===== src/fetch_defines.svh =====
`ifndef FETCH_DEFINES_SVH
`define FETCH_DEFINES_SVH

// ********************************************************************
// Fetch front end constants.
// ********************************************************************

// Log2 of the prefetch buffer size in halfwords.
`define FETCH_DEPTH_LOG2 3

`define FETCH_RESET_PC 32'h0000_0000

// addi x0, x0, 0
`define FETCH_NOP 32'h0000_0013

`endif


===== src/fetch_pkg.sv =====
package fetch_pkg;

  // ********************************************************************
  // AXI read master states.
  // ********************************************************************

  // Idle is also the cycle in which a returned word is handed on.
  typedef enum logic [1:0] {
    rd_idle,
    rd_addr,
    rd_data
  } reader_state_t;

  // ********************************************************************
  // Instruction length.
  // ********************************************************************

  // Low two bits of the first halfword both set means a 32-bit instruction.
  typedef enum logic {
    ilen_16,
    ilen_32
  } ilen_t;

endpackage


===== src/fetch_axi_reader.sv =====
`timescale 1ns/1ps

module fetch_axi_reader (
  input  logic        clk,
  input  logic        rst,
  input  logic [31:0] fetch_pc,
  input  logic        flush,
  output logic [31:0] araddr,
  output logic        arvalid,
  input  logic        arready,
  input  logic [31:0] rdata,
  input  logic        rvalid,
  output logic        rready,
  output logic [31:0] mem_rdata,
  output logic        mem_ready
);
  import fetch_pkg::*;

  reader_state_t state;
  logic          stale;

  assign arvalid = (state == rd_addr);
  assign rready  = (state == rd_data);

  always_ff @(posedge clk) begin
    if (!rst) begin
      state     <= rd_idle;
      stale     <= 1'b0;
      mem_ready <= 1'b0;
    end else begin
      mem_ready <= 1'b0;
      case (state)
        rd_idle: begin
          state <= rd_addr;
        end
        rd_addr: begin
          if (arready) begin
            state <= rd_data;
          end
          // Address already on the bus belongs to the old stream.
          if (flush) begin
            stale <= 1'b1;
          end
        end
        rd_data: begin
          if (rvalid) begin
            mem_ready <= !(stale || flush);
            stale     <= 1'b0;
            state     <= rd_idle;
          end else if (flush) begin
            stale <= 1'b1;
          end
        end
        default: begin
          state <= rd_idle;
        end
      endcase
    end
  end

  // Fetch address is sampled after the buffer has taken the last word.
  always_ff @(posedge clk) begin
    if (state == rd_idle) begin
      araddr <= fetch_pc;
    end
    if (state == rd_data && rvalid) begin
      mem_rdata <= rdata;
    end
  end

  a_ar_hold: assert property (@(posedge clk) disable iff (!rst)
    arvalid && !arready |=> arvalid && $stable(araddr));

  a_ready_pulse: assert property (@(posedge clk) disable iff (!rst)
    mem_ready |=> !mem_ready);

endmodule


===== src/fetch_unit.sv =====
`timescale 1ns/1ps
`include "fetch_defines.svh"

module fetch_unit (
  input  logic        clk,
  input  logic        rst,
  output logic [31:0] araddr,
  output logic        arvalid,
  input  logic        arready,
  input  logic [31:0] rdata,
  input  logic        rvalid,
  output logic        rready,
  output logic        issue_valid,
  output logic [31:0] issue_pc,
  output logic [31:0] issue_instr,
  input  logic        issue_ready,
  input  logic        redirect_valid,
  input  logic [31:0] redirect_pc
);
  import fetch_pkg::*;

  logic [31:0] mem_rdata;
  logic        mem_ready;
  logic [31:0] fetch_pc;
  logic [31:0] pc;
  logic [31:0] npc;
  logic        jump;
  logic [31:0] instr;
  logic        stall;
  ilen_t       ilen;

  fetch_axi_reader u_reader (
    .clk       (clk),
    .rst       (rst),
    .fetch_pc  (fetch_pc),
    .flush     (jump),
    .araddr    (araddr),
    .arvalid   (arvalid),
    .arready   (arready),
    .rdata     (rdata),
    .rvalid    (rvalid),
    .rready    (rready),
    .mem_rdata (mem_rdata),
    .mem_ready (mem_ready)
  );

  prefetch_buffer u_buffer (
    .clk       (clk),
    .rst       (rst),
    .pc        (pc),
    .npc       (npc),
    .jump      (jump),
    .mem_ready (mem_ready),
    .mem_rdata (mem_rdata),
    .fetch_pc  (fetch_pc),
    .instr     (instr),
    .ilen      (ilen),
    .stall     (stall)
  );

  instr_issue u_issue (
    .clk            (clk),
    .rst            (rst),
    .instr          (instr),
    .ilen           (ilen),
    .stall          (stall),
    .redirect_valid (redirect_valid),
    .redirect_pc    (redirect_pc),
    .issue_ready    (issue_ready),
    .issue_valid    (issue_valid),
    .issue_pc       (issue_pc),
    .issue_instr    (issue_instr),
    .pc             (pc),
    .npc            (npc),
    .jump           (jump)
  );

  // Fetch never runs further ahead of the issue PC than the buffer holds.
  a_fetch_window: assert property (@(posedge clk) disable iff (!rst)
    !jump |-> (fetch_pc - {pc[31:2], 2'b00}) <= (32'd2 << `FETCH_DEPTH_LOG2));

endmodule


===== src/instr_issue.sv =====
`timescale 1ns/1ps
`include "fetch_defines.svh"

module instr_issue (
  input  logic              clk,
  input  logic              rst,
  input  logic [31:0]       instr,
  input  fetch_pkg::ilen_t  ilen,
  input  logic              stall,
  input  logic              redirect_valid,
  input  logic [31:0]       redirect_pc,
  input  logic              issue_ready,
  output logic              issue_valid,
  output logic [31:0]       issue_pc,
  output logic [31:0]       issue_instr,
  output logic [31:0]       pc,
  output logic [31:0]       npc,
  output logic              jump
);
  import fetch_pkg::*;

  logic [31:0] seq_pc;
  logic        take;

  assign seq_pc = pc + ((ilen == ilen_32) ? 32'd4 : 32'd2);

  // Redirect wins over the sequential stream.
  assign jump = redirect_valid;
  assign npc  = jump ? redirect_pc : seq_pc;

  assign issue_valid = !stall && !redirect_valid;
  assign take        = issue_valid && issue_ready;

  assign issue_pc    = pc;
  assign issue_instr = issue_valid ? instr : `FETCH_NOP;

  // ********************************************************************
  // Program counter.
  // ********************************************************************

  always_ff @(posedge clk) begin
    if (!rst) begin
      pc <= `FETCH_RESET_PC;
    end else if (jump || take) begin
      pc <= npc;
    end
  end

  // A held instruction must not change under the consumer.
  a_hold_stable: assert property (@(posedge clk) disable iff (!rst)
    issue_valid && !issue_ready |=>
      (issue_valid |-> $stable(issue_instr) && $stable(issue_pc)));

endmodule


===== src/prefetch_buffer.sv =====
`timescale 1ns/1ps
`include "fetch_defines.svh"

module prefetch_buffer (
  input  logic              clk,
  input  logic              rst,
  input  logic [31:0]       pc,
  input  logic [31:0]       npc,
  input  logic              jump,
  input  logic              mem_ready,
  input  logic [31:0]       mem_rdata,
  output logic [31:0]       fetch_pc,
  output logic [31:0]       instr,
  output fetch_pkg::ilen_t  ilen,
  output logic              stall
);
  import fetch_pkg::*;

  localparam int AW    = `FETCH_DEPTH_LOG2;
  localparam int DEPTH = 1 << AW;
  localparam logic [31:0] RESET_FPC = `FETCH_RESET_PC & ~32'd3;

  logic [15:0]   buffer [0:DEPTH-1];
  logic [31:0]   fpc;
  logic [31:0]   fpc_next;
  logic [AW-1:0] wid;
  logic [AW-1:0] rid;
  logic [AW-1:0] rid_hi;
  logic          equal;
  logic          full;
  logic          wren;
  logic          wr_buf;
  logic [15:0]   lo_half;
  logic [15:0]   hi_half;
  logic          lo_ok;
  logic          hi_ok;

  // ********************************************************************
  // Pointers and occupancy.
  // ********************************************************************

  assign wid    = fpc[AW:1];
  assign rid    = pc[AW:1];
  assign rid_hi = rid + AW'(1);

  // Same word means empty and same slot in another word means full.
  assign equal = (fpc[31:2] == pc[31:2]);
  assign full  = !equal && (fpc[AW:2] == pc[AW:2]);
  assign wren  = !full;

  // A word arriving while full is dropped and read again later.
  assign wr_buf = mem_ready && wren;

  always_comb begin
    fpc_next = fpc;
    if (wr_buf) begin
      fpc_next = fpc + 32'd4;
    end
    if (jump) begin
      fpc_next = {npc[31:2], 2'b00};
    end
  end

  assign fetch_pc = fpc_next;

  always_ff @(posedge clk) begin
    if (!rst) begin
      fpc <= RESET_FPC;
    end else begin
      fpc <= fpc_next;
    end
  end

  always_ff @(posedge clk) begin
    if (wr_buf) begin
      buffer[wid]         <= mem_rdata[15:0];
      buffer[wid + AW'(1)] <= mem_rdata[31:16];
    end
  end

  // ********************************************************************
  // Instruction assembly at pc.
  // ********************************************************************

  always_comb begin
    lo_half = buffer[rid];
    hi_half = buffer[rid_hi];
    lo_ok   = 1'b1;
    hi_ok   = 1'b1;
    if (equal) begin
      // Nothing is buffered yet so the word comes straight from the bus.
      lo_ok = mem_ready;
      if (pc[1]) begin
        lo_half = mem_rdata[31:16];
        hi_ok   = 1'b0;
      end else begin
        lo_half = mem_rdata[15:0];
        hi_half = mem_rdata[31:16];
        hi_ok   = mem_ready;
      end
    end else if (rid_hi == wid) begin
      // Upper half lives in the word now being fetched.
      hi_half = mem_rdata[15:0];
      hi_ok   = mem_ready;
    end
  end

  assign ilen  = (lo_half[1:0] == 2'b11) ? ilen_32 : ilen_16;
  assign stall = !lo_ok || (ilen == ilen_32 && !hi_ok);

  always_comb begin
    if (stall) begin
      instr = `FETCH_NOP;
    end else if (ilen == ilen_32) begin
      instr = {hi_half, lo_half};
    end else begin
      instr = {16'h0000, lo_half};
    end
  end

  // A word is written only while a free slot lies ahead of the issue PC.
  a_full_no_write: assert property (@(posedge clk) disable iff (!rst)
    wr_buf |-> (fpc - {pc[31:2], 2'b00}) < (32'd2 << AW));

endmodule


===== config.mk =====
export PLATFORM = sky130hd
export DESIGN_NAME = fetch_unit
export DESIGN_NICKNAME = d
export VERILOG_FILES = /design/src/fetch_pkg.sv /design/src/fetch_axi_reader.sv /design/src/fetch_unit.sv /design/src/instr_issue.sv /design/src/prefetch_buffer.sv
export VERILOG_INCLUDE_DIRS = /design/src /design/src/src
export SDC_FILE = /design/constraint.sdc
export NUM_CORES = 1
export LEC_CHECK = 0
export BUFFER_PORTS_ARGS = -buffer_cell sky130_fd_sc_hd__buf_2
export CAP_MARGIN = 10
export CORE_MARGIN = 2
export CORE_UTILIZATION = 37
export DETAILED_ROUTE_END_ITERATION = 8
export GPL_ROUTABILITY_DRIVEN = 1
export GPL_TIMING_DRIVEN = 0
export HOLD_SLACK_MARGIN = 0.02
export PLACE_DENSITY_LB_ADDON = 0.12
export SLEW_MARGIN = 20
export SYNTH_ARGS = -nofsm -noshare
export SYNTH_HDL_FRONTEND = slang
export SYNTH_SLANG_ARGS = --single-unit

===== constraint.sdc =====
create_clock -name clk -period 5 [get_ports clk]
set_clock_uncertainty 0.1 [all_clocks]
set_input_delay 0.25 -clock clk [delete_from_list [all_inputs] [get_ports clk]]
set_output_delay 0.25 -clock clk [all_outputs]
set_load 0.02 [all_outputs]

Word level (Yosys, flattened, before mapping)
Memory sizes are Yosys's and may differ from the RTL's. A register that Yosys moved wholly into a read port is not among the register bits.
Cells that the tools add are included.
W data, S select, Z words.
{ "op_classes": {"eq_ne": 8, "n_reduce_logical": 20, "mux": 27, "add_sub_neg": 4} }
{ "op_table": {"columns": ["cell", "count"], "rows": [
  ["$mux W32", 6],
  ["$mux W16", 5],
  ["$add A32 B3 Y32 const B", 1],
  ["$add A32 B32 Y32", 1],
  ["$eq A30 B30 Y1", 1],
  ["$mux W1", 9],
  ["$mux W3", 3],
  ["$logic_not A1 Y1", 7],
  ["$add A3 B1 Y3 const B", 2],
  ["$logic_and A1 B1 Y1", 6],
  ["$pmux W2 S3", 1],
  ["$eq A2 B2 Y1 const B", 2],
  ["$mux W2", 2],
  ["$eq A3 B3 Y1", 1],
  ["$logic_or A1 B1 Y1", 3],
  ["$reduce_and A3 Y1", 1],
  ["$eq A2 B1 Y1 const B", 1],
  ["$eq A2 B2 Y1", 1],
  ["$logic_not A2 Y1", 1],
  ["$ne A2 B1 Y1 const B", 1],
  ["$ne A2 B2 Y1 const B", 1],
  ["$pmux W1 S2", 1],
  ["$reduce_and A2 Y1", 1],
  ["$reduce_bool A2 Y1", 1]
]} }
{ "totals": {"n_memories": 1, "register_bits": 132, "ram_bits": 128, "inputBits": 70, "output_inout_bits": 99} }
{ "memory_table": {"columns": ["name", "depth", "word_bits", "rd", "rd_ports_with_merged_regs", "write_ports", "line", "rtl"], "rows": [
  ["u_buffer.buffer", 8, 16, 2, 1, 2, "prefetch_buffer.sv:23", "logic [15:0] buffer [0:DEPTH-1];"]
]} }

Logic depth before layout (Yosys ltp)
{ "logic_depth": {"depth_word": 13, "ltp_mapped": 15, "mapped_depth_nobuf": 13} }

Hierarchy
A second synthesis with hierarchy kept.
{ "hier_totals": {"cells_unflattened": 1513, "hier_area_um2": 16359.4} }
{ "modules_own_cells": {"columns": ["mod", "instances", "cells_each", "seq_area_each_um2", "area_per_inst_um2"], "rows": [
  ["prefetch_buffer", 1, 1015, 4484.3, 11218.3],
  ["instr_issue", 1, 409, 640.6, 2967.8],
  ["fetch_axi_reader", 1, 89, 2001.9, 2173.3]
]} }

Worst setup path before layout
OpenSTA, ideal clock, no wires.
{ "synth_path": {"kind": "reg-to-reg", "startpoint": "register u_issue.pc[2] (netlist: u_issue.issue_pc[2])", "endpoint": "memory u_buffer.buffer[6][0], enable pin", "t_arrival_ps": 3074, "path_stages_with_launch": 10, "path_buffers": 2, "setup_slack_ps": 1415, "cell_sequence": "dfxtp_1 -> clkbuf_1 -> xor2_1 -> nor2_1 -> nand4_2 -> o21ai_4 -> and2_1 -> buf_4 -> nand2_1 -> o21ai_0"} }
{ "synth_rtl": {"columns": ["item", "line", "rtl"], "rows": [
  ["start: declaration", "instr_issue.sv:16", "output logic [31:0] pc,"],
  ["start signal: assignment", "instr_issue.sv:43", "pc <= `FETCH_RESET_PC;"],
  ["start signal: assignment", "instr_issue.sv:45", "pc <= npc;"],
  ["end: declaration", "prefetch_buffer.sv:23", null]
]} }

==> flow_summary.ini <==
[yosys]
synth_most_common_cell = edfxtp_1
netlist_area_um2 = 14700
syn_area_per_cell_um2 = 12.2
synth_fa_ha_area_share_pct = 1.02
synth_edf_count = 192
synth-simple-area-share_pct = 11.2
synthArstFlopShare_pct = 0
synthCells = 1202
synth_common_cells = 192 x edfxtp_1, 113 x mux2_2, 71 x dfxtp_1, 71 x nand2_1, 64 x mux4_2
yosysTopAreaCell = edfxtp_1
synth_ff_type = edfxtp_1
netlist.area_leader.share_pct = 39.2
seq_area_frac_synth_pct = 48.9
yosysUniqueCellTypes = 69
synth_mux_area_share_pct = 22.2
synth_nets = 1284
synth_top_family_by_area = multiplexers
synth.area.top_cells = edfxtp_1 39%, mux4_2 9.8%, dfxtp_1 9.7%
synth_compound_area_share_pct = 8.40
ys_seq_elements = 263
yosys_warnings = 0
synth_xor_area_share_pct = 4.18

[die]
die_width_um = 203
fp-row-count = 73
ios = 169
design.core.area_um2 = 39500
die_height_um = 203
dieArea_um2 = 41300
initial_core_util_pct = 37.2

[finish]
n_antenna_cell = 0
multi_input_area_um2 = 6950
regArea_um2 = 7190
areaGrowthSynthToFinish_pct = 22.8
n_fill_cell = 3711
num-nets-final = 1550
drive_above_1_share_pct = 30.0
final_core_util_pct = 45.7

[pwr]
power_density_nw_per_um2 = 334
power.leakage_nw = 6.67
peakVddDrop_v = 0.000179

[worst_setup_path]
worstPathRequired_ns = 4.65
reg2reg_from = u_buffer.fpc[3]
path_buf_inv = 5
crit_family = buffers and inverters
cp_max_fo = 10
slowest_delay_ns = 0.62
cp.arrival_ns = 4.46
crit_path_top_delay_cell = clkinv_1
start_kind = register
path_class = register to output pin
path_cells = clkbuf_1 > clkinv_1 > and3_1 > o21bai_1 > and2_1 > o21ai_2 > inv_1 > nand2_2 > buf_2 > a211oi_1 > buf_2
critPathCaptureType = output pin
critPathMostFrequentCell = buf_2

[route]
vias = 11500
dr.pass1.iters = 7
drc_errors = 0
wire_per_inst_um = 25.5
routed_wl_um = 51400
drtIter0Drc = 966
via_per_inst = 5.70
ant_nets = 0

[global_route]
gr-total-overflow = 0
grt.total_usage_pct = 24.6
antenna_found_initial = 0
grt_pass1_wl_um = 74600
grt_pass1_vias = 11300
grt_max_degree = 26

[sta]
drv_slew = 0
worst_slack_ns = 0.191
setup_viol = 0
tightest_slew_ns = 1.13
rsz0062_at_grt = no
slew_headroom_pct = 24.7
clock.fmax_mhz = 208
finalHoldViolCount = 0
fin_crit_ns = 4.81
fin_crit_sh_pct = 96.2

[status]
status = finished, final reports clean

[placed_design]
io_buffers = 166
place_hpwl_um = 34600
gp_congestion = 0.893
pre_cts_ws_ns = 0.0515

[hold_path]
worst_hold_path_type = input port to register
hold_start = redirect_pc[6]

[clock_tree]
cts_sinks = 263
htreeDepth = 2
clkLatencyLatePin_ns = 0.54
cts_tree = yes
postCtsSetupBuffers = 0
ctsRootBufferMaster = clkbuf_16
cts.path.max_buffers = 3
cts_buffers = 35
clk_pin_slew_ns = 0.06

[run]
maxCapViolations = 0
==> cells by family (layout without fill, tap and decap cells) <==
group,after synthesis,after routing
mux,229,229
simple gates,305,305
buf+inv,147,437
flops,263,263
xor+xnor,68,68
compound gates,178,178
fa+ha+maj,12,12
==> routing by layer <==
metal  GRT usage (%)  up-vias  wire length, um
met5               0        -                0
met4            8.71        0             1540
met3            4.46       93             3560
met2            39.2      467            23900
met1            33.8     5792            22400
li1                -     5139                -
==> worst min-delay path: stages <==
cell,delay [ns]
buf_2,0.08
nand2b_1,0.15
and4_1,0.18
==> path summary, 6_finish.rpt <==
path                           endpoint  slack [ns]  depth (start not counted)
setup / recovery        issue_instr[20]        0.19                         11
hold / removal      u_issue.issue_pc[6]        0.05                          3
setup reg to reg  u_buffer.buffer[4][8]        0.27                         10
hold reg to reg      u_reader.mem_ready        0.35                          1
==> stage by stage <==
| step | hold WS [ns] | instance area, um^2 | cells | total power [mW] | TNS (ns) |
|---|---|---|---|---|---|
| after floorplan | 0.249 | 14700 | 1202 | 3.12 | 0 |
| after global placement | 0.326 | 16200 | 1893 | 3.46 | -6.50 |
| after detailed placement | 0.328 | 16300 | 1896 | 3.47 | 0 |
| after CTS | 0.0213 | 18000 | 2017 | 6.08 | 0 |
| after global routing | 0.0537 | 18000 | 2017 | 6.23 | 0 |
| final | 0.0466 | 18000 | 2017 | 6.03 | 0 |
==> sequential cells by signal (all words and copies together) (netlist names), named ones only <==
signal              count
u_issue.issue_pc       32
u_reader.mem_ready      1
u_reader.state          2
u_buffer.fpc           32
u_reader.stale          1
u_reader.araddr        32
u_buffer.buffer       128
u_reader.mem_rdata     32
==> repair_timing <==
action                                  4_1_cts  5_1_grt
endpoints found under the hold margin        93        0
hold buffers                                 60        0
gates resized for setup                       4        3
pin swaps                                     0        0
endpoints found under the setup margin       15       11
==> final cells by class <==
type	count	share of cell area, %
Sequential cell	263	39.8
Multi-Input combinational cell	792	38.5
Timing Repair Buffer	229	8.31
Clock buffer	48	5.58
Tap cell	525	3.64
Buffer	113	2.65
Clock inverter	13	0.797
Inverter	34	0.707
==> placed cells by master (no fill, tap or decap), types with 12 or more instances in the layout <==
master,n
nor3_1,17
o22ai_1,14
edfxtp_1,192
and3_1,37
clkbuf_16,37
buf_2,178
dfxtp_1,71
inv_1,32
o21ai_0,27
nand3_1,19
mux2_1,18
mux2_2,113
and2_1,16
nor2_1,50
a21oi_1,33
mux2i_1,34
nand4_1,28
buf_1,36
xnor2_1,30
dlygate4sd3_1,60
clkbuf_1,61
nand2_1,68
xor2_1,37
mux4_2,64
nor4_1,12
a211oi_1,41
==> power by group <==
part	switching, mW	internal [mW]
combinational	0.579	0.378
clock	1.00	1.56
sequential	0.0787	2.43
total	1.66	4.37
(Power assumes the default switching activity.)
